==> config.mk <==
export PLATFORM = sky130hd
export DESIGN_NAME = debug_unit
export DESIGN_NICKNAME = d
export VERILOG_FILES = /design/src/source/dbg_pkg.sv /design/src/source/debug_unit.sv /design/src/source/dbg_cause_enc.sv /design/src/source/dbg_bp_match.sv /design/src/source/dbg_regs.sv /design/src/source/dbg_access_ctrl.sv
export VERILOG_INCLUDE_DIRS = /design/src /design/src/include
export SDC_FILE = /design/constraint.sdc
export NUM_CORES = 1
export LEC_CHECK = 0
export BUFFER_PORTS_ARGS = -buffer_cell sky130_fd_sc_hd__buf_2
export CAP_MARGIN = 20
export CORE_MARGIN = 3
export CORE_UTILIZATION = 60
export DETAILED_ROUTE_END_ITERATION = 12
export PLACE_DENSITY = 0.85
export SKIP_LAST_GASP = 1
export SLEW_MARGIN = 10
export SYNTH_ARGS = -nofsm -noshare
export SYNTH_HDL_FRONTEND = slang
export SYNTH_SLANG_ARGS = --single-unit
==> constraint.sdc <==
create_clock -name clk -period 6.59 [get_ports clk]
set_input_delay 0 -clock clk [delete_from_list [all_inputs] [get_ports clk]]
set_output_delay 0 -clock clk [all_outputs]
set_load 0.05 [all_outputs]
==> src/include/dbg_cfg.svh <==
/*
 * Debug unit configuration
 * Port widths, breakpoint count, internal register offsets,
 * breakpoint condition codes and RISC-V opcode fields
 */
`ifndef DBG_CFG_SVH
`define DBG_CFG_SVH

// Widths
`define DBG_XLEN          32
`define DBG_PLEN          16
`define DBG_OFS_SIZE      12
`define DBG_BANK_INTERNAL 0
`define DBG_BREAKPOINTS   4

// Internal register offsets
`define DBG_CTRL    12'h000
`define DBG_HIT     12'h001
`define DBG_IE      12'h002
`define DBG_CAUSE   12'h003
`define DBG_BPCTRL0 12'h010
`define DBG_BPDATA0 12'h011

// Breakpoint condition codes
`define BP_CC_FETCH    3'd0
`define BP_CC_LD_ADR   3'd1
`define BP_CC_ST_ADR   3'd2
`define BP_CC_LDST_ADR 3'd3

// Instruction bits 6:2
`define OPC_LOAD   5'b00000
`define OPC_STORE  5'b01000
`define OPC_BRANCH 5'b11000

`endif
==> src/source/dbg_pkg.sv <==
/*
 * Debug unit types
 * Vector types for data, addresses, offsets and breakpoint fields,
 * and the state encoding of the debugger access controller
 */
`include "dbg_cfg.svh"

package dbg_pkg;

  typedef logic [`DBG_XLEN-1:0]        xlen_t;
  typedef logic [`DBG_PLEN-1:0]        dbg_addr_t;
  typedef logic [`DBG_OFS_SIZE-1:0]    dbg_ofs_t;
  typedef logic [2:0]                  bp_cc_t;
  typedef logic [`DBG_BREAKPOINTS-1:0] bp_vec_t;
  // Traps in 15:0, interrupts in 31:16
  typedef logic [31:0]                 exc_vec_t;
  typedef logic [31:0]                 instr_t;

  typedef enum logic [1:0] {
    ACC_IDLE,
    ACC_BUSY,
    ACC_ACK,
    ACC_WAIT
  } acc_state_t;

endpackage

==> src/source/debug_unit.sv <==
/*
 * RISC-V debug unit
 * Debugger register access, hardware breakpoints on fetch and
 * memory stage, sticky hits and exception cause recording
 */
`timescale 1ns/1ps

module debug_unit
  import dbg_pkg::*;
(
  input  logic      clk,
  input  logic      rstn,

  // Debugger port
  input  logic      dbg_stall,
  input  logic      dbg_strb,
  input  logic      dbg_we,
  input  dbg_addr_t dbg_addr,
  input  xlen_t     dbg_dati,
  output xlen_t     dbg_dato,
  output logic      dbg_ack,
  output logic      dbg_bp,

  // To the core
  output logic      du_stall,
  output xlen_t     du_ie,

  // Pipeline observation
  input  xlen_t     if_pc,
  input  instr_t    if_instr,
  input  logic      if_bubble,
  input  instr_t    mem_instr,
  input  logic      mem_bubble,
  input  logic      mem_exception,
  input  xlen_t     mem_memadr,
  input  logic      dmem_ack,
  input  logic      ex_stall,
  input  exc_vec_t  du_exceptions
);

  logic     wr_en;
  logic     rd_capture;
  logic     in_bank;
  dbg_ofs_t reg_ofs;
  xlen_t    wr_data;
  xlen_t    bp_rdata;
  bp_vec_t  bp_hit;
  logic     instr_hit;
  logic     branch_hit;
  logic     instr_break_ena;
  logic     branch_break_ena;
  xlen_t    exc_cause;
  logic     exc_any;

  assign du_stall = dbg_stall;

  dbg_access_ctrl u_access_ctrl (
    .clk        (clk),
    .rstn       (rstn),
    .dbg_strb   (dbg_strb),
    .dbg_we     (dbg_we),
    .dbg_addr   (dbg_addr),
    .dbg_dati   (dbg_dati),
    .ex_stall   (ex_stall),
    .dbg_ack    (dbg_ack),
    .wr_en      (wr_en),
    .rd_capture (rd_capture),
    .reg_ofs    (reg_ofs),
    .wr_data    (wr_data),
    .in_bank    (in_bank)
  );

  dbg_regs u_regs (
    .clk              (clk),
    .rstn             (rstn),
    .wr_en            (wr_en),
    .rd_capture       (rd_capture),
    .in_bank          (in_bank),
    .reg_ofs          (reg_ofs),
    .wr_data          (wr_data),
    .bp_rdata         (bp_rdata),
    .bp_hit           (bp_hit),
    .instr_hit        (instr_hit),
    .branch_hit       (branch_hit),
    .exc_cause        (exc_cause),
    .exc_any          (exc_any),
    .du_exceptions    (du_exceptions),
    .ex_stall         (ex_stall),
    .dbg_stall        (dbg_stall),
    .dbg_dato         (dbg_dato),
    .dbg_bp           (dbg_bp),
    .du_ie            (du_ie),
    .instr_break_ena  (instr_break_ena),
    .branch_break_ena (branch_break_ena)
  );

  dbg_bp_match u_bp_match (
    .clk              (clk),
    .rstn             (rstn),
    .wr_en            (wr_en),
    .reg_ofs          (reg_ofs),
    .wr_data          (wr_data),
    .instr_break_ena  (instr_break_ena),
    .branch_break_ena (branch_break_ena),
    .if_pc            (if_pc),
    .if_instr         (if_instr),
    .if_bubble        (if_bubble),
    .mem_instr        (mem_instr),
    .mem_bubble       (mem_bubble),
    .mem_exception    (mem_exception),
    .mem_memadr       (mem_memadr),
    .dmem_ack         (dmem_ack),
    .bp_rdata         (bp_rdata),
    .bp_hit           (bp_hit),
    .instr_hit        (instr_hit),
    .branch_hit       (branch_hit)
  );

  dbg_cause_enc u_cause_enc (
    .du_exceptions (du_exceptions),
    .exc_cause     (exc_cause),
    .exc_any       (exc_any)
  );

endmodule

==> src/source/dbg_cause_enc.sv <==
/*
 * Exception cause encoder
 * The lowest pending trap gives its index, otherwise the lowest
 * pending interrupt gives its index with the top bit set
 */
`timescale 1ns/1ps
`include "dbg_cfg.svh"

module dbg_cause_enc
  import dbg_pkg::*;
(
  input  exc_vec_t du_exceptions,
  output xlen_t    exc_cause,
  output logic     exc_any
);

  localparam int trap_bits = 16;

  logic trap_any;
  logic irq_any;

  assign trap_any = |du_exceptions[trap_bits-1:0];
  assign irq_any  = |du_exceptions[31:trap_bits];
  assign exc_any  = trap_any || irq_any;

  always_comb begin
    exc_cause = '0;
    if (trap_any) begin
      // Scan downward so the lowest bit is left
      for (int i = trap_bits - 1; i >= 0; i--) begin
        if (du_exceptions[i]) exc_cause = xlen_t'(i);
      end
    end else if (irq_any) begin
      for (int j = trap_bits - 1; j >= 0; j--) begin
        if (du_exceptions[trap_bits+j]) exc_cause = xlen_t'(j);
      end
      exc_cause[`DBG_XLEN-1] = 1'b1;
    end
  end

endmodule

==> src/source/dbg_bp_match.sv <==
/*
 * Hardware breakpoints
 * Control and data registers per breakpoint, the fetch and memory
 * address comparators, and the instruction and branch break hits
 */
`timescale 1ns/1ps
`include "dbg_cfg.svh"

module dbg_bp_match
  import dbg_pkg::*;
(
  input  logic     clk,
  input  logic     rstn,
  input  logic     wr_en,
  input  dbg_ofs_t reg_ofs,
  input  xlen_t    wr_data,
  input  logic     instr_break_ena,
  input  logic     branch_break_ena,
  input  xlen_t    if_pc,
  input  instr_t   if_instr,
  input  logic     if_bubble,
  input  instr_t   mem_instr,
  input  logic     mem_bubble,
  input  logic     mem_exception,
  input  xlen_t    mem_memadr,
  input  logic     dmem_ack,
  output xlen_t    bp_rdata,
  output bp_vec_t  bp_hit,
  output logic     instr_hit,
  output logic     branch_hit
);

  bp_vec_t bp_ena;
  bp_cc_t  bp_cc   [`DBG_BREAKPOINTS];
  xlen_t   bp_data [`DBG_BREAKPOINTS];
  logic    mem_ok;
  logic    mem_read;
  logic    mem_write;

  // Breakpoint n sits at base + 2n
  always_ff @(posedge clk or negedge rstn) begin
    if (!rstn) begin
      bp_ena <= '0;
      for (int n = 0; n < `DBG_BREAKPOINTS; n++) begin
        bp_cc[n]   <= '0;
        bp_data[n] <= '0;
      end
    end else if (wr_en) begin
      for (int n = 0; n < `DBG_BREAKPOINTS; n++) begin
        if (reg_ofs == dbg_ofs_t'(`DBG_BPCTRL0 + 2 * n)) begin
          bp_ena[n] <= wr_data[1];
          bp_cc[n]  <= wr_data[6:4];
        end
        if (reg_ofs == dbg_ofs_t'(`DBG_BPDATA0 + 2 * n)) begin
          bp_data[n] <= wr_data;
        end
      end
    end
  end

  // Control read-back with bit 0 as the implemented flag
  always_comb begin
    bp_rdata = '0;
    for (int n = 0; n < `DBG_BREAKPOINTS; n++) begin
      if (reg_ofs == dbg_ofs_t'(`DBG_BPCTRL0 + 2 * n)) begin
        bp_rdata[6:4] = bp_cc[n];
        bp_rdata[1]   = bp_ena[n];
        bp_rdata[0]   = 1'b1;
      end
      if (reg_ofs == dbg_ofs_t'(`DBG_BPDATA0 + 2 * n)) begin
        bp_rdata = bp_data[n];
      end
    end
  end

  //////////////////////////////////////////////////////////////////////
  // Match logic
  //////////////////////////////////////////////////////////////////////
  assign mem_ok    = dmem_ack && !mem_bubble && !mem_exception;
  assign mem_read  = mem_ok && mem_instr[6:2] == `OPC_LOAD;
  assign mem_write = mem_ok && mem_instr[6:2] == `OPC_STORE;

  always_comb begin
    for (int n = 0; n < `DBG_BREAKPOINTS; n++) begin
      case (bp_cc[n])
        `BP_CC_FETCH:    bp_hit[n] = !if_bubble && if_pc == bp_data[n];
        `BP_CC_LD_ADR:   bp_hit[n] = mem_read && mem_memadr == bp_data[n];
        `BP_CC_ST_ADR:   bp_hit[n] = mem_write && mem_memadr == bp_data[n];
        `BP_CC_LDST_ADR: bp_hit[n] = (mem_read || mem_write) && mem_memadr == bp_data[n];
        default:         bp_hit[n] = 1'b0;
      endcase
      bp_hit[n] = bp_hit[n] && bp_ena[n];
    end
  end

  // Single-step style breaks on the fetch stage
  assign instr_hit  = instr_break_ena && !if_bubble;
  assign branch_hit = branch_break_ena && !if_bubble && if_instr[6:2] == `OPC_BRANCH;

endmodule

==> src/source/dbg_regs.sv <==
/*
 * Debug register file
 * Control, sticky hit, interrupt-enable and cause registers, the
 * debugger read-data register and the registered breakpoint output
 */
`timescale 1ns/1ps
`include "dbg_cfg.svh"

module dbg_regs
  import dbg_pkg::*;
(
  input  logic     clk,
  input  logic     rstn,
  input  logic     wr_en,
  input  logic     rd_capture,
  input  logic     in_bank,
  input  dbg_ofs_t reg_ofs,
  input  xlen_t    wr_data,
  input  xlen_t    bp_rdata,
  input  bp_vec_t  bp_hit,
  input  logic     instr_hit,
  input  logic     branch_hit,
  input  xlen_t    exc_cause,
  input  logic     exc_any,
  input  exc_vec_t du_exceptions,
  input  logic     ex_stall,
  input  logic     dbg_stall,
  output xlen_t    dbg_dato,
  output logic     dbg_bp,
  output xlen_t    du_ie,
  output logic     instr_break_ena,
  output logic     branch_break_ena
);

  logic    instr_hit_q;
  logic    branch_hit_q;
  bp_vec_t bp_hit_q;
  xlen_t   ie_q;
  xlen_t   cause_q;
  xlen_t   hit_word;
  xlen_t   rdata;

  //////////////////////////////////////////////////////////////////////
  // Registers
  //////////////////////////////////////////////////////////////////////
  always_ff @(posedge clk or negedge rstn) begin
    if (!rstn) begin
      instr_break_ena  <= 1'b0;
      branch_break_ena <= 1'b0;
    end else if (wr_en && reg_ofs == `DBG_CTRL) begin
      instr_break_ena  <= wr_data[0];
      branch_break_ena <= wr_data[1];
    end
  end

  // A HIT write replaces all sticky flags
  always_ff @(posedge clk or negedge rstn) begin
    if (!rstn) begin
      instr_hit_q  <= 1'b0;
      branch_hit_q <= 1'b0;
      bp_hit_q     <= '0;
    end else if (wr_en && reg_ofs == `DBG_HIT) begin
      instr_hit_q  <= wr_data[0];
      branch_hit_q <= wr_data[1];
      bp_hit_q     <= wr_data[4 +: `DBG_BREAKPOINTS];
    end else begin
      instr_hit_q  <= instr_hit_q | instr_hit;
      branch_hit_q <= branch_hit_q | branch_hit;
      bp_hit_q     <= bp_hit_q | bp_hit;
    end
  end

  always_ff @(posedge clk or negedge rstn) begin
    if (!rstn) begin
      ie_q <= '0;
    end else if (wr_en && reg_ofs == `DBG_IE) begin
      ie_q <= wr_data;
    end
  end

  // Debugger write wins over a new cause
  always_ff @(posedge clk or negedge rstn) begin
    if (!rstn) begin
      cause_q <= '0;
    end else if (wr_en && reg_ofs == `DBG_CAUSE) begin
      cause_q <= wr_data;
    end else if (exc_any) begin
      cause_q <= exc_cause;
    end
  end

  assign du_ie = ie_q;

  //////////////////////////////////////////////////////////////////////
  // Read path
  //////////////////////////////////////////////////////////////////////
  always_comb begin
    hit_word                        = '0;
    hit_word[0]                     = instr_hit_q;
    hit_word[1]                     = branch_hit_q;
    hit_word[4 +: `DBG_BREAKPOINTS] = bp_hit_q;
  end

  always_comb begin
    case (reg_ofs)
      `DBG_CTRL:  rdata = {{(`DBG_XLEN-2){1'b0}}, branch_break_ena, instr_break_ena};
      `DBG_HIT:   rdata = hit_word;
      `DBG_IE:    rdata = ie_q;
      `DBG_CAUSE: rdata = cause_q;
      // Breakpoint block decodes its own offsets
      default:    rdata = bp_rdata;
    endcase
  end

  always_ff @(posedge clk or negedge rstn) begin
    if (!rstn) begin
      dbg_dato <= '0;
    end else if (rd_capture) begin
      dbg_dato <= in_bank ? rdata : '0;
    end
  end

  // Breakpoint to the debugger
  always_ff @(posedge clk or negedge rstn) begin
    if (!rstn) begin
      dbg_bp <= 1'b0;
    end else begin
      dbg_bp <= !ex_stall && !dbg_stall && ((|hit_word) || (|du_exceptions));
    end
  end

endmodule

==> src/source/dbg_access_ctrl.sv <==
/*
 * Debugger access controller
 * Latches a strobed access, decodes the register bank, issues the
 * write and read-capture strobes once the pipeline is not stalled
 * and returns a one-cycle acknowledge
 */
`timescale 1ns/1ps
`include "dbg_cfg.svh"

module dbg_access_ctrl
  import dbg_pkg::*;
(
  input  logic      clk,
  input  logic      rstn,
  input  logic      dbg_strb,
  input  logic      dbg_we,
  input  dbg_addr_t dbg_addr,
  input  xlen_t     dbg_dati,
  input  logic      ex_stall,
  output logic      dbg_ack,
  output logic      wr_en,
  output logic      rd_capture,
  output dbg_ofs_t  reg_ofs,
  output xlen_t     wr_data,
  output logic      in_bank
);

  acc_state_t state;
  dbg_ofs_t   ofs_q;
  xlen_t      data_q;
  logic       we_q;
  logic       bank_q;
  logic       do_access;

  //////////////////////////////////////////////////////////////////////
  // Access state machine
  //////////////////////////////////////////////////////////////////////
  always_ff @(posedge clk or negedge rstn) begin
    if (!rstn) begin
      state <= ACC_IDLE;
    end else begin
      case (state)
        ACC_IDLE: if (dbg_strb) state <= ACC_BUSY;
        // Stalled pipeline holds the access here
        ACC_BUSY: if (!ex_stall) state <= ACC_ACK;
        ACC_ACK:  state <= ACC_WAIT;
        ACC_WAIT: if (!dbg_strb) state <= ACC_IDLE;
        default:  state <= ACC_IDLE;
      endcase
    end
  end

  // Access capture
  always_ff @(posedge clk) begin
    if (state == ACC_IDLE && dbg_strb) begin
      ofs_q  <= dbg_addr[`DBG_OFS_SIZE-1:0];
      data_q <= dbg_dati;
      we_q   <= dbg_we;
      bank_q <= dbg_addr[`DBG_PLEN-1:`DBG_OFS_SIZE] == `DBG_BANK_INTERNAL;
    end
  end

  assign do_access  = (state == ACC_BUSY) && !ex_stall;

  // Only internal-bank writes reach the registers
  assign wr_en      = do_access && we_q && bank_q;
  assign rd_capture = do_access;
  assign dbg_ack    = state == ACC_ACK;

  assign reg_ofs    = ofs_q;
  assign wr_data    = data_q;
  assign in_bank    = bank_q;

endmodule

==> flow_summary.yaml <==
run_status:
  status: "finished, final reports clean"
sta:
  tightestPinTransition_ns: 1.194
  tns_ns: 0
  slew_viol_final: 0
  rsz0062_at_grt: "false"
  hold_viol_final: 0
  period_needed_ns: 4.533
  slew_headroom_pct: 20.11
  setup_viol: 0
  post-route-period-util_pct: 68.79
  finClkSkew_ns: 0.009322
  fmax_mhz: 220.6
drt:
  drc_errors: 0
  wl_met2_um: 28100
  first_pass_iters: 9
  wl_met1_um: 23910
  drt-total-wl_um: 60250
  antenna_left: 0
  vias_per_cell: 6.668
  dr.max_layer_used: "met5"
  vias: 13640
  wire_per_inst_um: 29.46
  wl_met3_um: 5947
  drt_iter0_drc: 1917
synthesis:
  seq_area_frac_synth_pct: 47.25
  netlist_top_cells_count: "dfrtp_1, xnor2_1, mux2_2, nand2_1, xor2_1"
  syn_inst: 1423
  synth_edf_count: 46
  synth_area_um2: 16220
  yosys.area_share.xor_xnor_pct: 13.83
  ys_async_sr_fraction_pct: 84.51
  synth.most_common_cell: "dfrtp_1"
  synth_top_family_by_area: "multiplexers"
  syn_avg_cell_area_um2: 11.40
  synth-compound-area-share_pct: 9.290
  synth_fa_ha_area_share_pct: 0.3858
  yosys_warnings: 0
  yosys_most_used_dff: "dfrtp_1"
  netlist_top_cells_area: "dfrtp_1, mux2_2, xnor2_1"
  synthMuxAreaShare_pct: 15.62
  syn-num-nets: 1646
  yosys.area_share.simple_pct: 10.49
  synth_top_area_share_pct: 38.73
  synth.distinct_cells: 64
  yosysTopAreaCell: "dfrtp_1"
  ys_seq_elements: 297
hold_path:
  hold_class: "in2reg"
floorplan:
  dieArea_um2: 29030
  start_util_pct: 61.70
  io_pins: 285
  fp-row-count: 59
  die_y_um: 170.4
  die_w_um: 170.4
  design.core.area_um2: 26280
place:
  hpwl_um: 42420
  gp_congestion: 1.056
  portBuffers: 230
  dp.cells: 1920
final_layout:
  fin_nets: 1906
  instances_no_fill: 2045
  area_growth_pct: 18.26
  drive_gt1_share_pct: 29.58
worst_setup_path:
  path_cells: "nor4_2 -> nand2_1 -> nor3_2 -> nor2b_2 -> buf_4 -> mux2_2"
  critPathCaptureType: "flop"
  cpPeakStageDelay_ns: 1.10
  cp.required_ns: 7.03
  crit_type: "reg2reg"
  critical_path_peak_fanout: 21
  slowest_stage: "nor3_2"
  start_kind: "flop"
  critPathArrivalTime_ns: 4.97
global_routing:
  grt_pass1_wl_um: 87440
  grt_usage_pct: 41.07
  grt-ovfl-total: 0
  grt_max_degree: 118
  grt_antenna_before_repair: 3
  first_global_vias: 13490
cts:
  cts_root_buf: "clkbuf_16"
  cts.sinks: 297
  numCtsBuffers: 30
  post-cts-setup-buffers: 0
  cts_tree: "yes"
  clock_latency_ns: 0.56
  cts.htree.levels: 1
  cts.path.max_buffers: 3
  cts.reportedPaths.clkPinSlew_ns: 0.07
pwr:
  peakVddDrop_mv: 0.3139
  p_per_area_nw_per_um2: 227.9
  p_leak_nw: 8.693
job:
  maxCapViolations: 0
## per-stage QoR
stage	setup WS (ns)	power [W]	utilization (%)	hold slack, ns	area [µm²]
after floorplan	4.387	0.002293	-	-0.2956	16220
after global placement	2.304	0.002543	66.53	0.1454	17480
after detailed placement	2.227	0.002559	66.53	0.1525	17480
after CTS	2.189	0.004352	72.94	0.008016	19170
after global routing	1.968	0.004483	72.94	0.1267	19170
final	2.057	0.004371	72.97	0.05281	19180
## final cells by class
class	count	area (µm²)
Antenna cell	3	7.507
Clock buffer	46	872.1
Clock inverter	10	152.6
Fill cell	1781	7104
Inverter	16	60.06
Multi-Input combinational cell	1028	8075
Sequential cell	297	7662
Tap cell	335	419.2
Timing Repair Buffer	310	1927
## metal layers
layer  up-vias  GRT usage, %
li1       5670             -
met1      6864         58.55
met2       924         66.09
met3       173         6.365
met4         6         11.64
met5         -             0
## placed cells by master (no fill, tap or decap), types with 17 or more instances in the layout
cell	Yosys	routed
nand4_1	46	46
clkbuf_16	0	31
a221oi_1	19	19
nor2_1	30	29
dfrtp_1	251	251
dlygate4sd3_1	0	66
xor2_1	95	95
o31ai_1	24	24
o21ai_0	68	68
mux2_4	28	28
xnor2_1	161	161
a21oi_1	54	54
mux2_2	160	160
nor4_1	39	39
buf_2	17	229
nand2_1	132	132
edfxtp_1	46	46
nand3_1	17	17
## sequential cells by signal (all words and copies together), names as in the netlist, 2 cells and up
register,count
u_bp_match.bp_data,128
u_bp_match.bp_cc,12
u_access_ctrl.state,2
u_access_ctrl.reg_ofs,12
u_regs.du_ie,32
u_regs.bp_hit_q,4
u_regs.cause_q,32
u_regs.dbg_dato,32
u_bp_match.bp_ena,4
u_access_ctrl.wr_data,32
## kinds of logic (layout without fill, tap and decap cells)
logic type                 Yosys count  after routing
AOI/OAI and AO/OA                  233            233
xor gates and xnor gates           256            256
adders and majority gates            5              5
buffers and inverters               98            382
DFF                                297            297
muxes                              211            211
other                                0              3
and+or+nand+nor                    323            323
## report_power, final
group	internal [W]	switching [W]	total (W)
Combinational	0.000191	0.000373	0.000563
Sequential	0.00194	0.0000830	0.00202
Clock	0.00106	0.000723	0.00179
## final timing paths
kind	startpoint	to	slack (ns)	depth (start not counted)
setup / recovery	u_access_ctrl.reg_ofs[9]	u_bp_match.bp_data[83]	2.06	6
hold / removal	du_exceptions[7]	u_regs.cause_q[2]	0.05	5
setup reg to reg	u_access_ctrl.reg_ofs[9]	u_bp_match.bp_data[83]	2.06	6
hold reg to reg	u_regs.dbg_dato[29]	u_regs.dbg_dato[29]	0.48	2
max in group asynchronous	rstn	u_bp_match.bp_data[22]	4.88	3
min in group asynchronous	rstn	u_regs.du_ie[23]	0.10	2
## worst max-delay path: cells and delay by family (launching register included)
family	cells	cell delay [ns]
mux	1	0.38
buf+inv	1	0.44
flops	1	0.38
simple gates	4	3.17
## what timing repair did
action / CTS / global route
hold buffers: 66 / 0
resized for setup: 0 / 0
endpoints found under the hold margin: 172 / 0
No activity file was read; power rests on OpenSTA's default activity.
